[config.mk]
export PLATFORM = sky130hd
export DESIGN_NAME = byte_bridge
export DESIGN_NICKNAME = d
export VERILOG_FILES = /design/src/hdl/byte_bridge_pkg.sv /design/src/hdl/word_serializer.sv /design/src/hdl/byte_assembler.sv /design/src/hdl/idle_timer.sv /design/src/hdl/rx_flush_fsm.sv /design/src/hdl/byte_bridge.sv
export VERILOG_INCLUDE_DIRS = /design/src /design/src/hdl
export SDC_FILE = /design/constraint.sdc
export NUM_CORES = 1
export LEC_CHECK = 0
export BUFFER_PORTS_ARGS = -buffer_cell sky130_fd_sc_hd__buf_2
export CAP_MARGIN = 20
export CELL_PAD_IN_SITES_DETAIL_PLACEMENT = 1
export CELL_PAD_IN_SITES_GLOBAL_PLACEMENT = 2
export CORE_MARGIN = 2
export CORE_UTILIZATION = 37
export DETAILED_ROUTE_END_ITERATION = 12
export PLACE_DENSITY = 0.84
export SYNTH_ARGS = -nofsm -noshare
export SYNTH_HDL_FRONTEND = slang
export SYNTH_SLANG_ARGS = --single-unit
export TNS_END_PERCENT = 1
[constraint.sdc]
create_clock -name clk_i -period 8.9 [get_ports clk_i]
set_clock_uncertainty 0.15 [all_clocks]
set_input_delay 0.445 -clock clk_i [delete_from_list [all_inputs] [get_ports clk_i]]
set_output_delay 0.445 -clock clk_i [all_outputs]
set_load 0.1 [all_outputs]
[src/hdl/byte_bridge_cfg.svh]
/* Word width, bytes per word and receive idle timeout macros */
`ifndef BYTE_BRIDGE_CFG_SVH
`define BYTE_BRIDGE_CFG_SVH

// Register side word width in bits
`define BB_WORD_WIDTH 32

// Channel bytes that make up one word
`define BB_WORD_BYTES (`BB_WORD_WIDTH / 8)

// Idle cycles after the last received byte before a partial word is flushed
`define BB_IDLE_CYCLES 8

`endif

[src/hdl/byte_bridge_pkg.sv]
/* Shared vector typedefs, receive framing state enum and idle timer control struct */
`default_nettype none

`include "byte_bridge_cfg.svh"

package byte_bridge_pkg;

  // Data widths
  typedef logic [`BB_WORD_WIDTH-1:0] word_t;
  typedef logic [7:0] byte_t;

  // Byte count, 0 up to a full word inclusive
  typedef logic [$clog2(`BB_WORD_BYTES):0] byte_cnt_t;

  // Idle cycle count, saturates at the timeout
  typedef logic [$clog2(`BB_IDLE_CYCLES):0] idle_cnt_t;

  // Receive framing
  typedef enum logic [1:0] {
    EMPTY = 2'd0,
    FILL  = 2'd1,
    DRAIN = 2'd2
  } rx_state_e;

  // Idle timer control, clear wins over run
  typedef struct packed {
    logic clear;
    logic run;
  } timer_ctrl_t;

endpackage

`default_nettype wire

[src/hdl/word_serializer.sv]
/* Word to byte converter, sends the most significant byte first */
`default_nettype none
`timescale 1ns/1ps

`include "byte_bridge_cfg.svh"

module word_serializer (
  input  logic                   clk_i,
  input  logic                   rst_ni,

  input  logic                   in_valid_i,
  output logic                   in_ready_o,
  input  byte_bridge_pkg::word_t in_data_i,

  output logic                   out_valid_o,
  input  logic                   out_ready_i,
  output byte_bridge_pkg::byte_t out_data_o
);

  import byte_bridge_pkg::*;

  localparam byte_cnt_t full_cnt = byte_cnt_t'(`BB_WORD_BYTES);

  // Bytes still to send
  byte_cnt_t bcnt;
  word_t     sreg;
  logic      load;
  logic      shift;

  assign load  = in_valid_i && in_ready_o;
  assign shift = out_valid_o && out_ready_i;

  always_ff @(posedge clk_i) begin
    if (!rst_ni) begin
      bcnt <= '0;
    end else if (load) begin
      bcnt <= full_cnt;
    end else if (shift) begin
      bcnt <= bcnt - byte_cnt_t'(1);
    end
  end

  // Next byte always sits at the top of the shift register
  always_ff @(posedge clk_i) begin
    if (load) begin
      sreg <= in_data_i;
    end else if (shift) begin
      sreg <= sreg << 8;
    end
  end

  assign in_ready_o  = (bcnt == '0);
  assign out_valid_o = (bcnt != '0);
  assign out_data_o  = sreg[`BB_WORD_WIDTH-1 -: 8];

endmodule

`default_nettype wire

[src/hdl/byte_assembler.sv]
/* Byte to word converter, fills the least significant byte first, with flush of a
   partial word */
`default_nettype none
`timescale 1ns/1ps

`include "byte_bridge_cfg.svh"

module byte_assembler (
  input  logic                   clk_i,
  input  logic                   rst_ni,

  input  logic                   in_valid_i,
  output logic                   in_ready_o,
  input  byte_bridge_pkg::byte_t in_data_i,
  input  logic                   in_flush_i,

  output logic                   out_valid_o,
  input  logic                   out_ready_i,
  output byte_bridge_pkg::word_t out_data_o
);

  import byte_bridge_pkg::*;

  localparam byte_cnt_t full_cnt = byte_cnt_t'(`BB_WORD_BYTES);

  // Bytes stored so far, full count marks a valid word
  byte_cnt_t bcnt;
  word_t     sreg;
  logic      take_byte;
  logic      take_word;

  assign take_byte = in_valid_i && in_ready_o;
  assign take_word = out_valid_o && out_ready_i;

  // Flush closes the word early
  always_ff @(posedge clk_i) begin
    if (!rst_ni) begin
      bcnt <= '0;
    end else if (in_flush_i) begin
      bcnt <= full_cnt;
    end else if (take_byte) begin
      bcnt <= bcnt + byte_cnt_t'(1);
    end else if (take_word) begin
      bcnt <= '0;
    end
  end

  // A byte taken on the flush edge still lands in its slot
  always_ff @(posedge clk_i) begin
    if (!rst_ni) begin
      sreg <= '0;
    end else if (take_byte) begin
      sreg[bcnt*8 +: 8] <= in_data_i;
    end else if (take_word) begin
      // Unfilled slots of the next short word read as zero
      sreg <= '0;
    end
  end

  assign in_ready_o  = (bcnt != full_cnt);
  assign out_valid_o = (bcnt == full_cnt);
  assign out_data_o  = sreg;

endmodule

`default_nettype wire

[src/hdl/idle_timer.sv]
/* Saturating idle cycle counter with a registered expiry level */
`default_nettype none
`timescale 1ns/1ps

`include "byte_bridge_cfg.svh"

module idle_timer (
  input  logic                        clk_i,
  input  logic                        rst_ni,
  input  byte_bridge_pkg::timer_ctrl_t ctrl_i,
  output logic                        expired_o
);

  import byte_bridge_pkg::*;

  localparam idle_cnt_t idle_max = idle_cnt_t'(`BB_IDLE_CYCLES);

  idle_cnt_t cnt;
  idle_cnt_t cnt_next;

  // Stops at the timeout value
  always_comb begin
    cnt_next = cnt;
    if (ctrl_i.clear) begin
      cnt_next = '0;
    end else if (ctrl_i.run && (cnt != idle_max)) begin
      cnt_next = cnt + idle_cnt_t'(1);
    end
  end

  // Expiry tracks the count register without extra lag
  always_ff @(posedge clk_i) begin
    if (!rst_ni) begin
      cnt       <= '0;
      expired_o <= 1'b0;
    end else begin
      cnt       <= cnt_next;
      expired_o <= (cnt_next == idle_max);
    end
  end

endmodule

`default_nettype wire

[src/hdl/rx_flush_fsm.sv]
/* Receive framing FSM, drives the idle timer and flushes a partial word after an
   idle gap */
`default_nettype none
`timescale 1ns/1ps

module rx_flush_fsm (
  input  logic                        clk_i,
  input  logic                        rst_ni,
  input  logic                        byte_take_i,
  input  logic                        word_take_i,
  input  logic                        word_full_i,
  input  logic                        expired_i,
  output byte_bridge_pkg::timer_ctrl_t timer_o,
  output logic                        flush_o
);

  import byte_bridge_pkg::*;

  rx_state_e state;
  rx_state_e state_d;
  logic      flush_d;

  // Timer only runs while a partial word waits for more bytes
  assign timer_o.clear = (state != FILL) || byte_take_i;
  assign timer_o.run   = (state == FILL) && !byte_take_i;

  always_comb begin
    state_d = state;
    flush_d = 1'b0;
    case (state)
      EMPTY: begin
        if (byte_take_i) begin
          state_d = FILL;
        end
      end
      FILL: begin
        if (flush_o) begin
          // Word becomes valid on this edge
          state_d = DRAIN;
        end else if (word_full_i) begin
          // Completed by its last byte, may leave in the same cycle
          state_d = word_take_i ? EMPTY : DRAIN;
        end else if (expired_i && !byte_take_i) begin
          flush_d = 1'b1;
        end
      end
      DRAIN: begin
        if (word_take_i) begin
          state_d = byte_take_i ? FILL : EMPTY;
        end
      end
      default: begin
        state_d = EMPTY;
      end
    endcase
  end

  always_ff @(posedge clk_i) begin
    if (!rst_ni) begin
      state   <= EMPTY;
      flush_o <= 1'b0;
    end else begin
      state   <= state_d;
      flush_o <= flush_d;
    end
  end

endmodule

`default_nettype wire

[src/hdl/byte_bridge.sv]
/* Top level, transmit word serializer and receive byte assembler with idle gap flush */
`default_nettype none
`timescale 1ns/1ps

module byte_bridge (
  input  logic                   clk_i,
  input  logic                   rst_ni,

  // Transmit words in
  input  logic                   tx_word_valid_i,
  output logic                   tx_word_ready_o,
  input  byte_bridge_pkg::word_t tx_word_i,

  // Transmit bytes out
  output logic                   tx_byte_valid_o,
  input  logic                   tx_byte_ready_i,
  output byte_bridge_pkg::byte_t tx_byte_o,

  // Receive bytes in
  input  logic                   rx_byte_valid_i,
  output logic                   rx_byte_ready_o,
  input  byte_bridge_pkg::byte_t rx_byte_i,

  // Receive words out
  output logic                   rx_word_valid_o,
  input  logic                   rx_word_ready_i,
  output byte_bridge_pkg::word_t rx_word_o
);

  import byte_bridge_pkg::*;

  logic        byte_take;
  logic        word_take;
  logic        flush;
  logic        expired;
  timer_ctrl_t timer_ctrl;

  // Transmit path, counter only
  word_serializer word_serializer_i (
    .clk_i       (clk_i),
    .rst_ni      (rst_ni),
    .in_valid_i  (tx_word_valid_i),
    .in_ready_o  (tx_word_ready_o),
    .in_data_i   (tx_word_i),
    .out_valid_o (tx_byte_valid_o),
    .out_ready_i (tx_byte_ready_i),
    .out_data_o  (tx_byte_o)
  );

  // Receive path
  byte_assembler byte_assembler_i (
    .clk_i       (clk_i),
    .rst_ni      (rst_ni),
    .in_valid_i  (rx_byte_valid_i),
    .in_ready_o  (rx_byte_ready_o),
    .in_data_i   (rx_byte_i),
    .in_flush_i  (flush),
    .out_valid_o (rx_word_valid_o),
    .out_ready_i (rx_word_ready_i),
    .out_data_o  (rx_word_o)
  );

  // Transfer strobes for the framing FSM
  assign byte_take = rx_byte_valid_i && rx_byte_ready_o;
  assign word_take = rx_word_valid_o && rx_word_ready_i;

  rx_flush_fsm rx_flush_fsm_i (
    .clk_i       (clk_i),
    .rst_ni      (rst_ni),
    .byte_take_i (byte_take),
    .word_take_i (word_take),
    .word_full_i (rx_word_valid_o),
    .expired_i   (expired),
    .timer_o     (timer_ctrl),
    .flush_o     (flush)
  );

  idle_timer idle_timer_i (
    .clk_i     (clk_i),
    .rst_ni    (rst_ni),
    .ctrl_i    (timer_ctrl),
    .expired_o (expired)
  );

endmodule

`default_nettype wire

==> results.md, run 1 <==
- Post-CTS setup buffers: 0
- Post-synth top cells: dfxtp_1, edfxtp_1, mux2_1, nand3_1, a21boi_1
- I/O Pins: 90
- Worst Tran Pin Value: 0.835 ns
- Worst setup path startpoint: byte_assembler_i.bcnt[0]$_SDFFE_PP0P_
- Cell Chain, Critical Path: inv_1 > ha_1 > ha_1 > nand2_1 > and3_1 > o31a_1
- Post-synth ARST share: 0%
- WHS: 0.218 ns
- Outcome: completed
- Synthesized Nets: 348
- Final WS setup: 6.06 ns
- Cells after synthesis: 291
- Cells after DPL: 487
- Max-slew headroom: 44.2%
- DP HPWL: 5860 um
- PwrDens: 245 nW/um2
- R2R cell count: 6
- RSZ-0062 raised after global routing: no
- Tmin final: 2.84 ns
- R2r endpoint: byte_assembler_i.bcnt[2]$_SDFFE_PN0P_
- WP depth: 6
- Synth area leader: edfxtp_1
- Worst hold path class: input pin to flip-flop
- DP Area: 4020 um2
- Max clock buf depth: 2
- Die width: 102 um
- Number of synthesized flops with an enable pin: 32
- Yosys cell types: 43
- DRT Pass-1 Iters: 4
- Avg Cell Area, Syn: 12.2 um2
- Row count: 35
- DR vias: 2540
- H-tree levels: 3
- Global route total overflow: 0
- Crit. End Element: flip-flop
- Hold_buf cts: 0
- Post-cts resize count: 0
- Std-Cell Core Area: 9280 um2
- Reg clk slew, reported paths: 0.09 ns
- Area grow syn2layout: 18.9%
- Mux contribution to synthesized area: 8.17%
- Drt drc: 0
- RePlAce Congestion: 0.776
- Post-Synth Simple-Gate Area: 14.7%
- Kind of critical path: flip-flop to flip-flop
- Synth Flop Type: dfxtp_1
- Area share of xor/xnor cells in the synthesized design: 0.493%
- CP peak stage delay: 0.65 ns
- Total negative slack: 0 ns
- DR WL/cell: 16.6 um
- IO Port Bufs: 89
- Register area share after synthesis: 53.0%
- Antenna diodes: 0
- Pin count of the biggest net entering global routing: 33
- Synth top area share: 27.1%
- Total Routing Usage GR: 16.5%
- Number of antenna violations at the first check in global routing: 0
- CTS buffer count: 9
- Fillers: 1026
- Filler-free cell count of the finished design: 503
- Drt total wl: 8340 um
- Die height: 102 um
- Buf/Inv on CP: 1
- R2R setup slack: 6.06 ns
- Worst slack, placed: 6.05 ns
- Synth area leaders: edfxtp_1, dfxtp_1, mux2_1
- Post-synthesis adder-cell area fraction: 3.87%
- Max-cap violations: 0
- Main combinational cell family by area after synthesis: simple AND/OR/NAND/NOR gates
- CTS Root Buffer Type: clkbuf_8
- F_max: 352 MHz
- Final worst path period share: 31.9%
- Netlist Area Pre-Place: 3550 um2
- CTS tree: done
- Synth Area in Compound Gates: 14.3%
- Setup violators final: 0
- Die ar.: 10400 um2
- P_leak: 1.75 nW
- Yosys reg bits: 78
- Count leader, synth: dfxtp_1
- Vias in the first global route: 2566
- Clock Latency Late Sink: 0.34 ns
- Yosys warns: 0
- Worst path slowest cell: nand2_1
- Reg2reg start: byte_assembler_i.bcnt[0]$_SDFFE_PP0P_
- Antenna Nets Post-Route: 0
- First-pass GRT wire length: 13100 um
- CP Launch Type: flip-flop
- Share of cells above drive strength 1: 32.9%
- Crit-path max FO: 20
- CP arrival: 2.93 ns
- Avg Vias per Cell: 5.05
- Clk sinks: 78
- Final Hold Viols: 0
- CP endpoint: byte_assembler_i.bcnt[2]$_SDFFE_PN0P_
- CP most frequent cell: ha_1
- CP top delay family: simple AND/OR/NAND/NOR gates
- Slew Viols, Final: 0
- Post-route cell area: 4220 um2
- Initial DRC Count: 54
- Critical Path RT: 8.99 ns
- Starting Density: 38.3%
- Max VDD drop: 0.117 mV
- Fin nets: 426
==> stage by stage <==
step / total power, mW / util, %
2_1_floorplan: 0.737 / -
3_3_place_gp: 0.769 / 43.3
3_5_place_dp: 0.777 / 43.3
4_1_cts: 1.05 / 45.5
5_1_grt: 1.08 / 45.5
6_report: 1.04 / 45.5
==> logic make-up (layout without fill, tap and decap cells) <==
| family | count (synthesis) | in the layout |
|---|---|---|
| adders and majority gates | 11 | 11 |
| DFF | 78 | 78 |
| and+or+nand+nor | 80 | 80 |
| buffers and inverters | 35 | 118 |
| muxes | 26 | 26 |
| AOI/OAI and AO/OA | 59 | 59 |
| xor gates and xnor gates | 2 | 2 |
==> where the power goes <==
part	internal [mW]	leakage, nW	switching (mW)
logic	0.0709	0.966	0.231
registers	0.449	0.687	0.0176
clock network	0.132	0.0966	0.137
total	0.651	1.75	0.385
==> layout make-up <==
cell class	count	area, um2	area share (%)
Inverter	11	41.3	0.977
Multi-Input combinational cell	178	1480	35.0
Sequential cell	78	1880	44.5
Clock inverter	6	72.6	1.72
Timing Repair Buffer	91	460	10.9
Tap cell	129	161	3.82
Clock buffer	10	128	3.02
==> metal layers <==
metal	track usage [%]	vias up	part of all wire, %
met1	21.5	1242	47
met2	26.5	56	47
met5	0	-	0
li1	-	1235	-
met4	5.74	0	1.4
met3	4.72	7	4.1
==> flip-flops by register name, indices dropped and copies added, names as in the netlist <==
name	flops
word_serializer_i.bcnt	3
byte_assembler_i.bcnt	3
rx_flush_fsm_i.state	2
idle_timer_i.cnt	4
rx_flush_fsm_i.flush_o	1
byte_assembler_i.out_data_o	32
idle_timer_i.expired_o	1
word_serializer_i.sreg	32
==> worst min path at each step <==
stage,start,to,slack [ns],depth (start not counted)
floorplan,idle_timer_i.expired_o$_SDFF_PN0_,rx_flush_fsm_i.flush_o$_SDFF_PP0_,0.28,2
global placement,idle_timer_i.expired_o$_SDFF_PN0_,rx_flush_fsm_i.flush_o$_SDFF_PP0_,0.28,2
CTS,tx_word_i[26],word_serializer_i.sreg[26]$_DFFE_PP_,0.20,2
global route,tx_word_i[24],word_serializer_i.sreg[24]$_DFFE_PP_,0.20,2
finish,rx_byte_i[4],byte_assembler_i.out_data_o[12]$_SDFFE_PN0P_,0.22,2
detailed placement,idle_timer_i.expired_o$_SDFF_PN0_,rx_flush_fsm_i.flush_o$_SDFF_PP0_,0.29,2
==> cell usage in the layout, fill, tap and decap left out, types with 2 or more instances in the layout <==
cell type / Yosys / final
a21boi_1: 19 / 19
o211ai_1: 2 / 2
nor4b_4: 3 / 3
and3_1: 9 / 9
nor2b_1: 4 / 4
nand3b_1: 7 / 7
mux2_1: 24 / 24
buf_2: 6 / 89
o211ai_2: 8 / 8
buf_4: 9 / 2
ha_1: 11 / 11
o21ai_0: 3 / 2
or3_1: 2 / 2
nand2b_1: 3 / 3
nor2_1: 4 / 4
inv_1: 11 / 11
a31oi_2: 2 / 2
a22o_1: 16 / 16
mux2i_1: 2 / 2
clkbuf_8: 0 / 9
edfxtp_1: 32 / 32
a211o_1: 2 / 2
dfxtp_1: 46 / 46
a21oi_1: 3 / 3
nand4_1: 8 / 8
clkinv_4: 0 / 4
nand2_1: 10 / 10
nand3_1: 22 / 22
==> worst register-to-register path, delay by kind of cell, from the launching register on <==
family,cells,cell delay [ns]
AO/OA/AOI/OAI,1,0.26
adder cells (fa/ha/maj),2,0.68
buffers and inverters,1,0.16
flip-flops,1,0.43
AND/OR/NAND/NOR,2,1.06
(Power assumes the default switching activity.)
==> inputs of run 2 (changes only) <==
--- a/config.mk
+++ b/config.mk
@@ -11,9 +11,9 @@
 export CELL_PAD_IN_SITES_DETAIL_PLACEMENT = 1
 export CELL_PAD_IN_SITES_GLOBAL_PLACEMENT = 2
 export CORE_MARGIN = 2
-export CORE_UTILIZATION = 37
+export CORE_UTILIZATION = 31
 export DETAILED_ROUTE_END_ITERATION = 12
-export PLACE_DENSITY = 0.84
+export PLACE_DENSITY = 0.75
 export SYNTH_ARGS = -nofsm -noshare
 export SYNTH_HDL_FRONTEND = slang
 export SYNTH_SLANG_ARGS = --single-unit
==> constraint.sdc (replaced) <==
create_clock -name clk_i -period 2.4 [get_ports clk_i]
set_clock_uncertainty 0.15 [all_clocks]
set_input_delay 0.12 -clock clk_i [delete_from_list [all_inputs] [get_ports clk_i]]
set_output_delay 0.12 -clock clk_i [all_outputs]
set_load 0.1 [all_outputs]
==> results.md, run 2 (same netlist as run 1, synthesis figures left out) <==
- Drt total wl: 9560 um
- Row count: 39
- DR vias: 2754
- Worst slack, placed: 0.129 ns
- Post-cts resize count: 0
- RePlAce Congestion: 0.779
- Most frequent cells in the layout: buf_2, dfxtp_1, dlygate4sd3_1
- H-tree levels: 3
- Fin nets: 477
- Clock Latency Late Sink: 0.33 ns
- DR WL/cell: 16.8 um
- I/O Pins: 90
- CP Launch Type: flip-flop
- Starting Density: 31.4%
- CP peak stage delay: 0.67 ns
- Final worst path period share: 93.3%
- Slew Viols, Final: 0
- CP most frequent cell: ha_1
- Area grow syn2layout: 37.1%
- P_leak: 2.04 nW
- CTS buffer count: 9
- Cell Chain, Critical Path: inv_1 > ha_1 > ha_1 > or4b_4 > o211ai_2 > a21boi_1
- Drt drc: 0
- R2R setup slack: 0.16 ns
- Max VDD drop: 0.644 mV
- WHS: 0.00828 ns
- Antenna diodes: 0
- Cells after DPL: 510
- Outcome: completed
- Worst path slowest cell: or4b_4
- DRT Pass-1 Iters: 4
- Std-Cell Core Area: 11300 um2
- IO Port Bufs: 89
- CTS tree: done
- Vias in the first global route: 3037
- Worst hold path class: input pin to flip-flop
- Total Routing Usage GR: 16.0%
- Max clock buf depth: 2
- Tmin final: 2.24 ns
- Die ar.: 12300 um2
- Filler-free cell count of the finished design: 568
- Antenna Nets Post-Route: 0
- Share of cells above drive strength 1: 31.8%
- Critical Path RT: 2.46 ns
- CTS Root Buffer Type: clkbuf_16
- Initial DRC Count: 134
- Avg Vias per Cell: 4.85
- Pin count of the biggest net entering global routing: 33
- PwrDens: 902 nW/um2
- Crit. End Element: flip-flop
- Commonest non-fill, non-tap cell in the layout: buf_2
- Setup violators final: 0
- First-pass GRT wire length: 15700 um
- Die width: 111 um
- Final Hold Viols: 0
- CP arrival: 2.30 ns
- Max-slew headroom: 31.6%
- Number of antenna violations at the first check in global routing: 0
- Final WS setup: 0.161 ns
- F_max: 447 MHz
- RSZ-0062 raised after global routing: no
- Global route total overflow: 0
- Max-cap violations: 0
- Clk sinks: 78
- Crit-path max FO: 8
- Reg clk slew, reported paths: 0.06 ns
- Die height: 111 um
- Kind of critical path: flip-flop to flip-flop
- Worst Tran Pin Value: 1.02 ns
- DP HPWL: 6310 um
run 2: cell type report:
cell class / instances / area (um2)
fill: 1241 / 6450
sequential: 78 / 1880
multi-input combinational: 178 / 1500
timing repair buffer: 142 / 958
clock buffer: 11 / 254
tap: 143 / 179
clock inverter: 5 / 57.6
inverter: 11 / 41.3
run 2: routing by layer:
metal	vias to the layer above	track usage [%]	wire length (um)
met5	-	0	0
met4	0	6.42	172
met3	12	2.90	272
met2	51	28.3	4980
met1	1353	19.2	4140
li1	1338	-	-
run 2: power by group:
part	internal, mW	switching [mW]
Sequential	1.67	0.0680
Combinational	0.336	0.895
Clock	0.869	0.550
Total	2.88	1.51
run 2: timing repair:
| item | 4_1_cts | 5_1_grt |
|---|---|---|
| setup endpoints to repair | 0 | 8 |
| endpoints found under the hold margin | 66 | 0 |
| buffers inserted | 0 | 1 |
| hold buffers | 41 | 0 |
run 2: path summary, 6_finish.rpt:
kind | to | depth (start not counted) | start
setup / recovery | byte_assembler_i.out_data_o[6]$_SDFFE_PN0P_ | 6 | byte_assembler_i.bcnt[0]$_SDFFE_PP0P_
hold / removal | byte_assembler_i.bcnt[2]$_SDFFE_PN0P_ | 2 | rst_ni
setup reg to reg | byte_assembler_i.out_data_o[6]$_SDFFE_PN0P_ | 6 | byte_assembler_i.bcnt[0]$_SDFFE_PP0P_
hold reg to reg | rx_flush_fsm_i.flush_o$_SDFF_PP0_ | 2 | idle_timer_i.expired_o$_SDFF_PN0_
run 2: critical path, delay by kind of cell (launching register included):
family	cells	cell delay, ns
fa+ha+maj	2	0.64
buf+inv	1	0.07
compound gates	2	0.26
simple gates	1	0.67
flops	1	0.33
run 2: stage by stage:
| step | cell area, um2 | utilization (%) | total power, mW | setup TNS [ns] |
|---|---|---|---|---|
| 5_1_grt | 4870 | 43.0 | 4.57 | 0 |
| 2_1_floorplan | 3580 | - | 2.75 | -4.36 |
| 4_1_cts | 4860 | 42.9 | 4.42 | 0 |
| 3_5_place_dp | 4140 | 36.6 | 2.93 | 0 |
| 3_3_place_gp | 4140 | 36.6 | 2.89 | 0 |
| 6_report | 4870 | 43.0 | 4.39 | 0 |
==> inputs of run 3 (changes only) <==
--- a/config.mk
+++ b/config.mk
@@ -10,10 +10,12 @@
 export CAP_MARGIN = 20
 export CELL_PAD_IN_SITES_DETAIL_PLACEMENT = 1
 export CELL_PAD_IN_SITES_GLOBAL_PLACEMENT = 2
+export CORE_ASPECT_RATIO = 1.4
 export CORE_MARGIN = 2
 export CORE_UTILIZATION = 31
 export DETAILED_ROUTE_END_ITERATION = 12
 export PLACE_DENSITY = 0.75
+export SETUP_SLACK_MARGIN = 0.3
 export SYNTH_ARGS = -nofsm -noshare
 export SYNTH_HDL_FRONTEND = slang
 export SYNTH_SLANG_ARGS = --single-unit
==> results.md, run 3 (same netlist as run 1, synthesis figures left out) <==
- Outcome: completed
- Cells after DPL: 509
- Row count: 46
- Global route total overflow: 0
- Share of cells above drive strength 1: 34.1%
- DRT Pass-1 Iters: 4
- Kind of critical path: flip-flop to flip-flop
- Reg2reg start: byte_assembler_i.bcnt[0]$_SDFFE_PP0P_
- I/O Pins: 90
- Die height: 131 um
- Final Hold Viols: 0
- DR WL/cell: 17.5 um
- PwrDens: 875 nW/um2
- Worst slack, placed: 0.102 ns
- Antenna Nets Post-Route: 0
- Post-route cell area: 4890 um2
- Final worst path period share: 86.6%
- Max-slew headroom: 43.6%
- Initial DRC Count: 44
- Max-cap violations: 0
- CP arrival: 2.15 ns
- Register area: 1890 um2
- Critical Path RT: 2.47 ns
- Filler-free cell count of the finished design: 569
- DR vias: 2820
- Drt drc: 0
- CP Launch Type: flip-flop
- Internal: 2.78 mW
- CTS tree: done
- Multi-input gate area: 1550 um2
- First-pass GRT wire length: 15400 um
- WHS: 0.00839 ns
- Clock Latency Late Sink: 0.33 ns
- RePlAce Congestion: 0.744
- Pin count of the biggest net entering global routing: 33
- F_max: 481 MHz
- Total negative slack: 0 ns
- R2R setup slack: 0.32 ns
- Crit-path max FO: 8
- Clock Power Share: 30.4%
- Most frequent cells in the layout: buf_2, dfxtp_1, dlygate4sd3_1
- DP HPWL: 6780 um
- Hold endpoint: byte_assembler_i.out_data_o[6]$_SDFFE_PN0P_
- Starting Density: 31.5%
- Fin nets: 477
- R2R cell count: 6
- Commonest non-fill, non-tap cell in the layout: buf_2
- Reg clk slew, reported paths: 0.06 ns
- H-tree levels: 3
- Std-Cell Core Area: 11300 um2
- Die ar.: 12300 um2
- CTS Root Buffer Type: clkbuf_16
- IO Port Bufs: 89
- RSZ-0062 raised after global routing: yes
- Final WS setup: 0.320 ns
- Total Routing Usage GR: 16.6%
- Reg power frac: 40.4%
- Hold Startpoint: rst_ni
- Avg Vias per Cell: 4.96
- Max clock buf depth: 2
- Drt total wl: 9970 um
- Max VDD drop: 0.329 mV
- Sw Share: 35.0%
- Number of antenna violations at the first check in global routing: 0
- Tmin final: 2.08 ns
- Fillers: 1252
- P_sw: 1.50 mW
- DP Area: 4150 um2
- Antenna diodes: 0
- Clk sinks: 78
- Hold depth: 2
- Comb power frac: 29.2%
- Die width: 94.5 um
- Crit. End Element: flip-flop
- CTS buffer count: 9
- Vias in the first global route: 2992
- Area grow syn2layout: 37.6%
- R2r endpoint: byte_assembler_i.out_data_o[4]$_SDFFE_PN0P_
- Slew Viols, Final: 0
- Worst Tran Pin Value: 0.846 ns
- Worst hold path class: input pin to flip-flop
- Setup violators final: 0
- P_leak: 2.02 nW
==> run 3: repair_timing <==
item | in CTS | in global routing
hold endpoints to repair | 66 | 0
setup endpoints to repair | 32 | 49
buffers inserted | 2 | 0
gates resized for setup | 5 | 0
pin swaps | 1 | 1
hold buffers | 41 | 0
cloned | 0 | 1
==> run 3: worst max-delay path by stage <==
stage               depth (start not counted)  slack, ns                              startpoint                                     endpoint
finish                                      6       0.32   byte_assembler_i.bcnt[0]$_SDFFE_PP0P_  byte_assembler_i.out_data_o[4]$_SDFFE_PN0P_
detailed placement                          6       0.10   byte_assembler_i.bcnt[1]$_SDFFE_PP0P_  byte_assembler_i.out_data_o[5]$_SDFFE_PN0P_
global placement                            6       0.17   byte_assembler_i.bcnt[0]$_SDFFE_PP0P_  byte_assembler_i.out_data_o[7]$_SDFFE_PN0P_
global route                                6       0.25   byte_assembler_i.bcnt[0]$_SDFFE_PP0P_  byte_assembler_i.out_data_o[5]$_SDFFE_PN0P_
floorplan                                   6       0.17  word_serializer_i.bcnt[0]$_SDFFE_PP0P_      word_serializer_i.sreg[0]$_SDFFCE_PN0P_
CTS                                         5       0.31  word_serializer_i.bcnt[0]$_SDFFE_PP0P_      word_serializer_i.sreg[3]$_SDFFCE_PN0P_
==> run 3: worst max-delay path: stages (launching register included) <==
cell	delay (ns)
dfxtp_4	0.34
inv_1	0.09
ha_2	0.24
ha_4	0.24
or4b_4	0.64
o211ai_2	0.17
a21boi_1	0.09
==> run 3: cell type report <==
class / count / area share [%]
Sequential cell: 78 / 38.7
Multi-Input combinational cell: 179 / 31.6
Timing Repair Buffer: 141 / 19.2
Clock buffer: 12 / 5.27
Tap cell: 144 / 3.69
Inverter: 11 / 0.896
Clock inverter: 4 / 0.614
==> run 3: per-stage QoR <==
stage | util [%] | total power [mW]
2_1_floorplan | - | 2.80
3_3_place_gp | 36.7 | 2.90
3_5_place_dp | 36.7 | 2.94
4_1_cts | 43.3 | 4.32
5_1_grt | 43.3 | 4.48
6_report | 43.3 | 4.28
==> run 3: layer usage <==
layer	routed length, um	part of all wire [%]	vias to the layer above	track usage [%]
met5	0	0	-	0
li1	-	-	1349	-
met1	3950	40	1388	17.6
met2	5450	55	71	31.5
met4	127	1.3	0	5.29
met3	445	4.5	12	4.42
==> run 3: power by group through the flow <==
| stage | Combinational, mW | Sequential, mW | Clock (mW) |
|---|---|---|---|
| 6_report | 1.25 | 1.73 | 1.30 |
| 2_1_floorplan | 0.988 | 1.81 | 0 |
| 3_5_place_dp | 1.18 | 1.76 | 0 |
| 3_3_place_gp | 1.15 | 1.75 | 0 |
| 4_1_cts | 1.25 | 1.73 | 1.34 |
| 5_1_grt | 1.33 | 1.75 | 1.40 |
